**src/hw/alu_op_pkg.sv**
```systemverilog
package alu_op_pkg;

   parameter int XLEN = 32;

   typedef logic [XLEN-1:0] word_t;

   // encodings follow the decoder's operation list, 6'd4 stays free
   typedef enum logic [5:0] {
      ALU_ADD   = 6'd0,  ALU_ADDI  = 6'd1,  ALU_MUL   = 6'd2,  ALU_MULH  = 6'd3,
      ALU_MULHU = 6'd5,  ALU_DIV   = 6'd6,  ALU_DIVU  = 6'd7,  ALU_REM   = 6'd8,
      ALU_REMU  = 6'd9,  ALU_AUIPC = 6'd10, ALU_LUI   = 6'd11, ALU_JAL   = 6'd12,
      ALU_JALR  = 6'd13, ALU_MEM   = 6'd14, ALU_SUB   = 6'd15, ALU_AND   = 6'd16,
      ALU_ANDI  = 6'd17, ALU_OR    = 6'd18, ALU_XOR   = 6'd19, ALU_ORI   = 6'd20,
      ALU_XORI  = 6'd21, ALU_SLLI  = 6'd22, ALU_SRLI  = 6'd23, ALU_SRAI  = 6'd24,
      ALU_SLL   = 6'd25, ALU_SLT   = 6'd26, ALU_SLTU  = 6'd27, ALU_SRL   = 6'd28,
      ALU_SRA   = 6'd29, ALU_SLTI  = 6'd30, ALU_SLTIU = 6'd31
   } alu_op_e;

   // branch compare results, rs1 against rs2
   typedef struct packed {
      logic eq;
      logic gt;   // signed
      logic gtu;  // unsigned
   } branch_flags_t;

endpackage

```
**src/hw/muldiv_pkg.sv**
```systemverilog
package muldiv_pkg;

   // multiplier: low half, signed high half, unsigned high half
   // divider: MD_LO selects the quotient, MD_HI the remainder
   typedef enum logic [1:0] {
      MD_LO  = 2'd0,
      MD_HI  = 2'd1,
      MD_HIU = 2'd2
   } md_op_e;

   // register depth of the multiplier pipeline
   parameter int MUL_STAGES = 3;

endpackage

```
**src/hw/muldiv_if.sv**
```systemverilog
interface muldiv_if;
   import alu_op_pkg::*;
   import muldiv_pkg::*;

   logic   req;  // one cycle per operation
   md_op_e op;
   logic   sgn;  // operands are signed
   word_t  a;
   word_t  b;
   logic   done; // one cycle, res valid with it
   word_t  res;

   modport ctrl (
      output req, op, sgn, a, b,
      input  done, res
   );

   modport unit (
      input  req, op, sgn, a, b,
      output done, res
   );

endinterface

```
**src/hw/alu_ctrl.sv**
```systemverilog
module alu_ctrl #(
   parameter int XLEN = alu_op_pkg::XLEN
) (
   input  logic                clk_i,
   input  logic                rst_i,
   input  logic                valid_i,
   input  alu_op_pkg::alu_op_e op_i,
   input  alu_op_pkg::word_t   rs1_i,
   input  alu_op_pkg::word_t   rs2_i,
   input  alu_op_pkg::word_t   int_res_i,
   muldiv_if.ctrl              mul_o,
   muldiv_if.ctrl              div_o,
   output alu_op_pkg::word_t   result_o,
   output logic                ready_o,
   output logic                stall_o
);
   import alu_op_pkg::*;
   import muldiv_pkg::*;

   logic            is_mul;
   logic            is_div;
   logic            accept;
   logic            busy_q;   // multiply or divide in flight
   logic            ready_q;
   logic [XLEN-1:0] result_q;

   assign is_mul = op_i inside {ALU_MUL, ALU_MULH, ALU_MULHU};
   assign is_div = op_i inside {ALU_DIV, ALU_DIVU, ALU_REM, ALU_REMU};

   // inputs are still held during the ready cycle, so skip that cycle
   assign accept = valid_i && !busy_q && !ready_q;

   assign mul_o.req = accept && is_mul;
   assign mul_o.a   = rs1_i;
   assign mul_o.b   = rs2_i;
   assign div_o.req = accept && is_div;
   assign div_o.a   = rs1_i;
   assign div_o.b   = rs2_i;

   always_comb begin
      case (op_i)
         ALU_MULH: begin
            mul_o.op  = MD_HI;
            mul_o.sgn = 1'b1;
         end
         ALU_MULHU: begin
            mul_o.op  = MD_HIU;
            mul_o.sgn = 1'b0;
         end
         default: begin
            mul_o.op  = MD_LO;
            mul_o.sgn = 1'b1;
         end
      endcase
      div_o.op  = (op_i inside {ALU_REM, ALU_REMU}) ? MD_HI : MD_LO;
      div_o.sgn = op_i inside {ALU_DIV, ALU_REM};
   end

   assign stall_o = busy_q || (accept && (is_mul || is_div));

   always_ff @(posedge clk_i) begin
      if (!rst_i) begin
         busy_q   <= 1'b0;
         ready_q  <= 1'b0;
         result_q <= '0;
      end else begin
         ready_q <= 1'b0;
         if (mul_o.done || div_o.done) begin
            busy_q   <= 1'b0;
            ready_q  <= 1'b1;
            result_q <= mul_o.done ? mul_o.res : div_o.res;
         end else if (accept && (is_mul || is_div)) begin
            busy_q <= 1'b1;
         end else if (accept) begin
            ready_q  <= 1'b1;
            result_q <= int_res_i;
         end
      end
   end

   assign result_o = result_q;
   assign ready_o  = ready_q;

   // a unit answers only an operation that was issued to it
   a_done_busy: assert property (@(posedge clk_i) disable iff (!rst_i)
      (mul_o.done || div_o.done) |-> busy_q);

   // a finished op must not be taken a second time from the held inputs
   a_ready_pulse: assert property (@(posedge clk_i) disable iff (!rst_i)
      ready_q |=> !ready_q);

endmodule

```
**src/hw/alu_top.sv**
```systemverilog
module alu_top #(
   parameter int XLEN   = alu_op_pkg::XLEN,
   parameter int STAGES = muldiv_pkg::MUL_STAGES
) (
   input  logic                clk_i,
   input  logic                rst_i,
   input  logic                valid_i,
   input  alu_op_pkg::alu_op_e op_i,
   input  alu_op_pkg::word_t   rs1_i,
   input  alu_op_pkg::word_t   rs2_i,
   input  alu_op_pkg::word_t   imm_i,
   input  alu_op_pkg::word_t   pc_i,
   input  logic                branch_i,
   output logic                ready_o,
   output logic                stall_o,
   output logic                target_valid_o,
   output alu_op_pkg::word_t   result_o,
   output alu_op_pkg::word_t   target_o,
   output logic                eq_o,
   output logic                gt_o,
   output logic                gtu_o
);
   import alu_op_pkg::*;

   word_t         int_res;
   branch_flags_t flags;

   muldiv_if mul_if ();
   muldiv_if div_if ();

   int_alu #(.XLEN(XLEN)) int_alu_i (
      .op_i, .rs1_i, .rs2_i, .imm_i, .pc_i, .branch_i,
      .int_res_o     (int_res),
      .target_o,
      .target_valid_o,
      .flags_o       (flags)
   );

   alu_ctrl #(.XLEN(XLEN)) alu_ctrl_i (
      .clk_i, .rst_i, .valid_i, .op_i, .rs1_i, .rs2_i,
      .int_res_i (int_res),
      .mul_o     (mul_if),
      .div_o     (div_if),
      .result_o, .ready_o, .stall_o
   );

   pipe_mul #(.XLEN(XLEN), .STAGES(STAGES)) pipe_mul_i (.clk_i, .rst_i, .md_i(mul_if));

   iter_div #(.XLEN(XLEN)) iter_div_i (.clk_i, .rst_i, .md_i(div_if));

   assign eq_o  = flags.eq;
   assign gt_o  = flags.gt;
   assign gtu_o = flags.gtu;

endmodule

```
**src/hw/int_alu.sv**
```systemverilog
module int_alu #(
   parameter int XLEN = alu_op_pkg::XLEN
) (
   input  alu_op_pkg::alu_op_e       op_i,
   input  alu_op_pkg::word_t         rs1_i,
   input  alu_op_pkg::word_t         rs2_i,
   input  alu_op_pkg::word_t         imm_i,
   input  alu_op_pkg::word_t         pc_i,
   input  logic                      branch_i,
   output alu_op_pkg::word_t         int_res_o,
   output alu_op_pkg::word_t         target_o,
   output logic                      target_valid_o,
   output alu_op_pkg::branch_flags_t flags_o
);
   import alu_op_pkg::*;

   localparam int SHW = $clog2(XLEN);

   logic            use_imm;
   logic            sub;
   logic [XLEN-1:0] opa;
   logic [XLEN-1:0] opb;
   logic [XLEN:0]   sum;      // top bit is the carry out
   logic            zero;
   logic            lt;       // signed opa < opb
   logic            geu;      // no borrow, opa >= opb unsigned
   logic [SHW-1:0]  shamt;
   logic            is_jump;

   assign use_imm = op_i inside {ALU_ADDI, ALU_ANDI, ALU_ORI, ALU_XORI, ALU_SLLI, ALU_SRLI,
                                 ALU_SRAI, ALU_SLTI, ALU_SLTIU, ALU_MEM, ALU_AUIPC};
   assign sub     = branch_i || op_i inside {ALU_SUB, ALU_SLT, ALU_SLTU, ALU_SLTI, ALU_SLTIU};

   // a branch compare takes the adder over with rs1 - rs2
   assign opa = (op_i == ALU_AUIPC && !branch_i) ? pc_i : rs1_i;
   assign opb = (use_imm && !branch_i) ? imm_i : rs2_i;
   assign sum = {1'b0, opa} + {1'b0, sub ? ~opb : opb} + {{XLEN{1'b0}}, sub};

   assign zero  = sum[XLEN-1:0] == '0;
   assign lt    = (opa[XLEN-1] != opb[XLEN-1]) ? opa[XLEN-1] : sum[XLEN-1];
   assign geu   = sum[XLEN];
   assign shamt = opb[SHW-1:0];

   always_comb begin
      flags_o = '0;
      if (branch_i) begin
         flags_o.eq  = zero;
         flags_o.gt  = !lt && !zero;
         flags_o.gtu = geu && !zero;
      end
   end

   always_comb begin
      case (op_i)
         ALU_ADD, ALU_ADDI, ALU_MEM,
         ALU_AUIPC, ALU_SUB:        int_res_o = sum[XLEN-1:0];
         ALU_LUI:                   int_res_o = imm_i;
         ALU_AND, ALU_ANDI:         int_res_o = rs1_i & opb;
         ALU_OR, ALU_ORI:           int_res_o = rs1_i | opb;
         ALU_XOR, ALU_XORI:         int_res_o = rs1_i ^ opb;
         ALU_SLL, ALU_SLLI:         int_res_o = rs1_i << shamt;
         ALU_SRL, ALU_SRLI:         int_res_o = rs1_i >> shamt;
         ALU_SRA, ALU_SRAI:         int_res_o = $signed(rs1_i) >>> shamt;
         ALU_SLT, ALU_SLTI:         int_res_o = {{(XLEN-1){1'b0}}, lt};
         ALU_SLTU, ALU_SLTIU:       int_res_o = {{(XLEN-1){1'b0}}, !geu};
         ALU_JAL, ALU_JALR:         int_res_o = pc_i + XLEN'(4); // link value
         default:                   int_res_o = '0;
      endcase
   end

   // jump target has its own adder, apart from the shared one
   assign is_jump        = op_i inside {ALU_JAL, ALU_JALR};
   assign target_valid_o = is_jump;
   assign target_o       = is_jump ? ((op_i == ALU_JALR ? rs1_i : pc_i) + imm_i) : '0;

endmodule

```
**src/hw/iter_div.sv**
```systemverilog
module iter_div #(
   parameter int XLEN = alu_op_pkg::XLEN
) (
   input logic    clk_i,
   input logic    rst_i,
   muldiv_if.unit md_i
);
   import muldiv_pkg::*;

   localparam int CW = $clog2(XLEN + 1);

   logic            busy_q;
   logic [CW-1:0]   cnt_q;    // steps left
   md_op_e          op_q;
   logic            qneg_q;   // negate quotient at the end
   logic            rneg_q;   // remainder takes the dividend sign
   logic [XLEN-1:0] dvs_q;
   logic [XLEN-1:0] quo_q;    // dividend shifts out, quotient shifts in
   logic [XLEN-1:0] rem_q;
   logic            a_neg;
   logic            b_neg;
   logic [XLEN:0]   part;
   logic [XLEN+1:0] diff;
   logic [XLEN-1:0] quo_fix;
   logic [XLEN-1:0] rem_fix;

   assign a_neg = md_i.sgn && md_i.a[XLEN-1];
   assign b_neg = md_i.sgn && md_i.b[XLEN-1];
   assign part  = {rem_q, quo_q[XLEN-1]};
   assign diff  = {1'b0, part} - {2'b00, dvs_q};

   always_ff @(posedge clk_i) begin
      if (!rst_i) begin
         busy_q <= 1'b0;
         cnt_q  <= '0;
      end else if (md_i.req) begin
         busy_q <= 1'b1;
         cnt_q  <= CW'(XLEN);
      end else if (busy_q) begin
         if (cnt_q == '0) begin
            busy_q <= 1'b0;
         end else begin
            cnt_q <= cnt_q - 1'b1;
         end
      end
   end

   always_ff @(posedge clk_i) begin
      if (md_i.req) begin
         op_q   <= md_i.op;
         // divide by zero already yields all ones, so keep that quotient positive
         qneg_q <= (a_neg ^ b_neg) && (md_i.b != '0);
         rneg_q <= a_neg;
         dvs_q  <= b_neg ? -md_i.b : md_i.b;
         quo_q  <= a_neg ? -md_i.a : md_i.a;
         rem_q  <= '0;
      end else if (busy_q && cnt_q != '0) begin
         if (!diff[XLEN+1]) begin                  // fits, keep the difference
            rem_q <= diff[XLEN-1:0];
            quo_q <= {quo_q[XLEN-2:0], 1'b1};
         end else begin                            // restore
            rem_q <= part[XLEN-1:0];
            quo_q <= {quo_q[XLEN-2:0], 1'b0};
         end
      end
   end

   // overflow falls out of the magnitudes: 2^(XLEN-1) / 1, both negated
   assign quo_fix   = qneg_q ? -quo_q : quo_q;
   assign rem_fix   = rneg_q ? -rem_q : rem_q;
   assign md_i.done = busy_q && cnt_q == '0;
   assign md_i.res  = (op_q == MD_HI) ? rem_fix : quo_fix;

   // the controller must wait for done before issuing again
   a_no_req_busy: assert property (@(posedge clk_i) disable iff (!rst_i)
      md_i.req |-> !busy_q);

endmodule

```
**src/hw/pipe_mul.sv**
```systemverilog
module pipe_mul #(
   parameter int XLEN   = alu_op_pkg::XLEN,
   parameter int STAGES = muldiv_pkg::MUL_STAGES
) (
   input logic    clk_i,
   input logic    rst_i,
   muldiv_if.unit md_i
);
   import muldiv_pkg::*;

   logic signed [XLEN:0]     a_ext;
   logic signed [XLEN:0]     b_ext;
   logic signed [2*XLEN+1:0] prod;
   logic [2*XLEN-1:0]        prod_q [STAGES];
   md_op_e                   op_q   [STAGES];
   logic [STAGES-1:0]        vld_q;
   logic [2*XLEN-1:0]        last;

   // one extra bit so a single signed multiply covers both modes
   assign a_ext = {md_i.sgn && md_i.a[XLEN-1], md_i.a};
   assign b_ext = {md_i.sgn && md_i.b[XLEN-1], md_i.b};
   assign prod  = a_ext * b_ext;

   // product and op ride along, retiming spreads the multiply over the stages
   always_ff @(posedge clk_i) begin
      prod_q[0] <= prod[2*XLEN-1:0];
      op_q[0]   <= md_i.op;
      for (int i = 1; i < STAGES; i++) begin
         prod_q[i] <= prod_q[i-1];
         op_q[i]   <= op_q[i-1];
      end
   end

   always_ff @(posedge clk_i) begin
      if (!rst_i) begin
         vld_q <= '0;
      end else begin
         vld_q[0] <= md_i.req;
         for (int i = 1; i < STAGES; i++) begin
            vld_q[i] <= vld_q[i-1];
         end
      end
   end

   assign last      = prod_q[STAGES-1];
   assign md_i.done = vld_q[STAGES-1];
   assign md_i.res  = (op_q[STAGES-1] == MD_LO) ? last[XLEN-1:0] : last[2*XLEN-1:XLEN];

endmodule

```
**config.mk**
```make
export PLATFORM = sky130hd
export DESIGN_NAME = alu_top
export DESIGN_NICKNAME = d
export VERILOG_FILES = /design/src/hw/alu_op_pkg.sv /design/src/hw/muldiv_pkg.sv /design/src/hw/muldiv_if.sv /design/src/hw/alu_ctrl.sv /design/src/hw/alu_top.sv /design/src/hw/int_alu.sv /design/src/hw/iter_div.sv /design/src/hw/pipe_mul.sv
export SDC_FILE = /design/constraint.sdc
export NUM_CORES = 2
export LEC_CHECK = 0
export BUFFER_PORTS_ARGS = -buffer_cell sky130_fd_sc_hd__buf_2
export CAP_MARGIN = 10
export CORE_MARGIN = 1.5
export CORE_UTILIZATION = 52
export CTS_BUF_LIST = sky130_fd_sc_hd__clkbuf_8 sky130_fd_sc_hd__clkbuf_16
export DETAILED_ROUTE_END_ITERATION = 12
export PLACE_DENSITY = 0.69
export SETUP_SLACK_MARGIN = 0.05
export SLEW_MARGIN = 20
export SYNTH_ARGS = -nofsm -noshare
export SYNTH_HDL_FRONTEND = slang
export SYNTH_SLANG_ARGS = --single-unit
```
**constraint.sdc**
```tcl
create_clock -name clk_i -period 13.8 [get_ports clk_i]
set_clock_uncertainty 0.15 [all_clocks]
set_input_delay 1.38 -clock clk_i [delete_from_list [all_inputs] [get_ports clk_i]]
set_output_delay 1.38 -clock clk_i [all_outputs]
set_load 0.02 [all_outputs]
```
==> results.yml <==
detailed_routing:
  wl_per_cell_um: 26.5
  num_vias: 54100
  drcViolationCount: 0
  wl_um: 235000
  drt-vias-per-instance: 6.10
  dr.pass1.iters: 8
  postRouteAntennaNets: 0
  first_iter_violations: 6000
worst_setup_path:
  arrival_ns: 10.95
  worstPathMaxFanout: 36
  r2r_setup_slack_ns: 9.04
  worstSetupStartpointType: "input pin"
  timing_worst_setup_path_type: "in2reg"
  end_kind: "register"
  cp.required_ns: 14.06
hold_path:
  min_path_type: "reg2reg"
global_route:
  grt_pass1_vias: 55200
  grt_overflow: 0
  grtUsageTotal: 0.383
  antenna_found_initial: 13
  grt_max_degree: 77
  grt_pass1_wl_um: 351000
cts:
  hold_buffers: 0
  cts-buffers-inserted: 36
  clock_latency_ns: 0.54
  cts-root-buf: "clkbuf_16"
  cts_max_level: 2
  clk_path_buf_depth: 3
  cts_setup_buffers: 0
  cts_resized: 0
  cts.sinks: 341
  cts_tree: "built"
  clkSlewWorstSetupHoldPaths_ns: 0.07
cells_and_area:
  area_growth_pct: 5.75
  multiInputGateArea_um2: 49400
  drive_gt1_frac: 0.0703
  fin_nets: 8875
  seq_area_um2: 7500
  fillers: 11100
yosys:
  synthArstFlopShare: 0
  synth.area.top_cells: "fa_1, dfxtp_1, ha_1"
  yosysUniqueCellTypes: 88
  synth_edf_count: 67
  synth_top_area_cell: "fa_1"
  yosys_warnings: 0
  synth_seq_cells: 341
  syn-cell-area_um2: 63200
  synth_ff_type: "dfxtp_1"
  synth.top_cell.area_share: 0.357
  yosysSeqAreaShare: 0.119
  syn_inst: 7295
  synth.avg_cell_area_um2: 8.67
  syn_nets: 8939
timing:
  rsz0062_at_grt: "no"
  post-route-min-period_ns: 10.69
  slew_violations: 0
  timing.final.crit_share: 0.774
  fmax_mhz: 93.6
  slew-limit-headroom: 0.179
  tns_ns: 0
  setup_viol: 0
  finalHoldViolations: 0
  tightest_slew_ns: 1.23
floorplan:
  die_h_um: 352
  ios: 208
  num_rows: 127
  die_x_um: 352
  start_util: 0.526
  die-area_um2: 124000
  core_area_um2: 120000
job:
  cap_violations: 0
placed_design:
  port_buffers: 207
  hpwl_um: 180000
  place_congestion: 1.03
run_status:
  status: "complete, no violations"
==> synthesized netlist by cell type, types with 37 or more instances <==
cell type,n
nand3_1,77
fa_1,1128
mux2_2,70
a21oi_1,245
and2_1,297
a31oi_1,38
nand2_1,1003
o21ai_0,377
nor3_1,74
ha_1,378
edfxtp_1,67
o211ai_1,37
dfxtp_1,274
a211oi_1,38
buf_1,75
clkbuf_1,332
nor2_1,357
xnor2_1,227
mux2i_1,150
a21o_1,76
and3_1,49
xor2_1,102
inv_1,1249
==> layout make-up <==
class | instances | share of cell area
multi-input cells | 5254 | 0.739
inverters | 1272 | 0.0714
repair buffers | 326 | 0.0289
clock buffers | 40 | 0.0145
clock inverters | 23 | 0.00369
diodes | 7 | 0.000262
flip-flops and latches | 341 | 0.112
well taps | 1612 | 0.0302
==> per-layer routing <==
layer	track usage	wire length, um	vias up
met5	0	69	-
met4	0.214	16800	10
met3	0.105	27500	803
met2	0.581	102000	3303
met1	0.496	88900	27000
li1	-	-	23000
==> placed cells by master (no fill, tap or decap), drive strengths merged, types with 16 or more instances in the layout <==
cell and count:
a21boi 16, a22oi 23, and2 297, nand4 23, a222oi 29, o21a 30
mux2 70, a21oi 245, buf 326, a21o 76, o221ai 16, inv 1260
and3 49, o31ai 37, nor4 18, dfxtp 274, fa 1128, a31oi 38
a221oi 30, nand2 1003, xor2 102, edfxtp 67, mux2i 150, clkinv 30
or3 35, nor3 74, nor2 357, ha 378, o211ai 37, o21ai 381
nand3 77, clkbuf 40, a211oi 38, o22ai 25, nor2b 21, xnor2 227
or4 18, nand2b 27
==> path summary, 6_finish.rpt <==
kind | start | cells past startpoint | to
setup / recovery | rs1_i[7] | 28 | pipe_mul_i.prod_q[0][57]
setup reg to reg | iter_div_i.dvs_q[1] | 14 | iter_div_i.rem_q[28]
hold reg to reg | pipe_mul_i.prod_q[0][2] | 0 | pipe_mul_i.prod_q[0][66]
hold / removal | pipe_mul_i.prod_q[0][2] | 0 | pipe_mul_i.prod_q[0][66]
==> critical path: stages <==
cell	delay, ns
buf_2	0.08
buf_4	0.56
clkinv_1	0.90
nor2_1	0.41
fa_1	0.23
inv_1	0.06
fa_1	0.52
inv_1	0.06
fa_1	0.53
inv_1	0.05
fa_1	0.47
fa_1	0.54
fa_1	0.44
fa_1	0.49
inv_1	0.06
fa_1	0.45
ha_1	0.37
o21ai_0	0.30
o21bai_1	0.12
a21oi_1	0.18
o211ai_1	0.13
o311ai_0	0.81
o32ai_1	0.33
a21oi_1	0.34
o221ai_1	0.25
a2111oi_0	0.55
nor3_1	0.14
xor2_1	0.16
==> state kept, by name (all words and copies together) (netlist names), 3 cells and up <==
name and count:
alu_ctrl_i.result_o 32, iter_div_i.cnt_q 6, iter_div_i.dvs_q 32, iter_div_i.quo_q 32, iter_div_i.rem_q 32, pipe_mul_i.op_q 6
pipe_mul_i.prod_q 192, pipe_mul_i.vld_q 3
==> through the flow <==
| stage | setup WS, ns | util | hold slack [ns] | cells | cell area, um^2 |
|---|---|---|---|---|---|
| finish | 3.11 | 0.556 | 0.157 | 8875 | 66900 |
| detailed placement | 2.77 | 0.546 | 0.162 | 8805 | 65600 |
| global route | 2.63 | 0.556 | 0.170 | 8870 | 66900 |
| floorplan | 4.05 | - | 0.160 | 7295 | 63200 |
| global placement | 3.01 | 0.546 | 0.160 | 8805 | 65600 |
| CTS | 3.30 | 0.556 | 0.167 | 8868 | 66800 |
==> logic make-up (layout without fill, tap and decap cells) <==
logic type | count (synthesis) | in the layout | share of synthesized area
DFF | 341 | 341 | 0.119
and+or+nand+nor | 2039 | 2039 | 0.147
adders and majority gates | 1507 | 1507 | 0.432
AOI/OAI and AO/OA | 1150 | 1150 | 0.116
other | 0 | 7 | 0
muxes | 229 | 229 | 0.0394
buffers and inverters | 1700 | 1661 | 0.102
xor gates and xnor gates | 329 | 329 | 0.0456
Power is not shown: default switching activity piles up to over one toggle a cycle in this logic, so the estimate is an artifact.
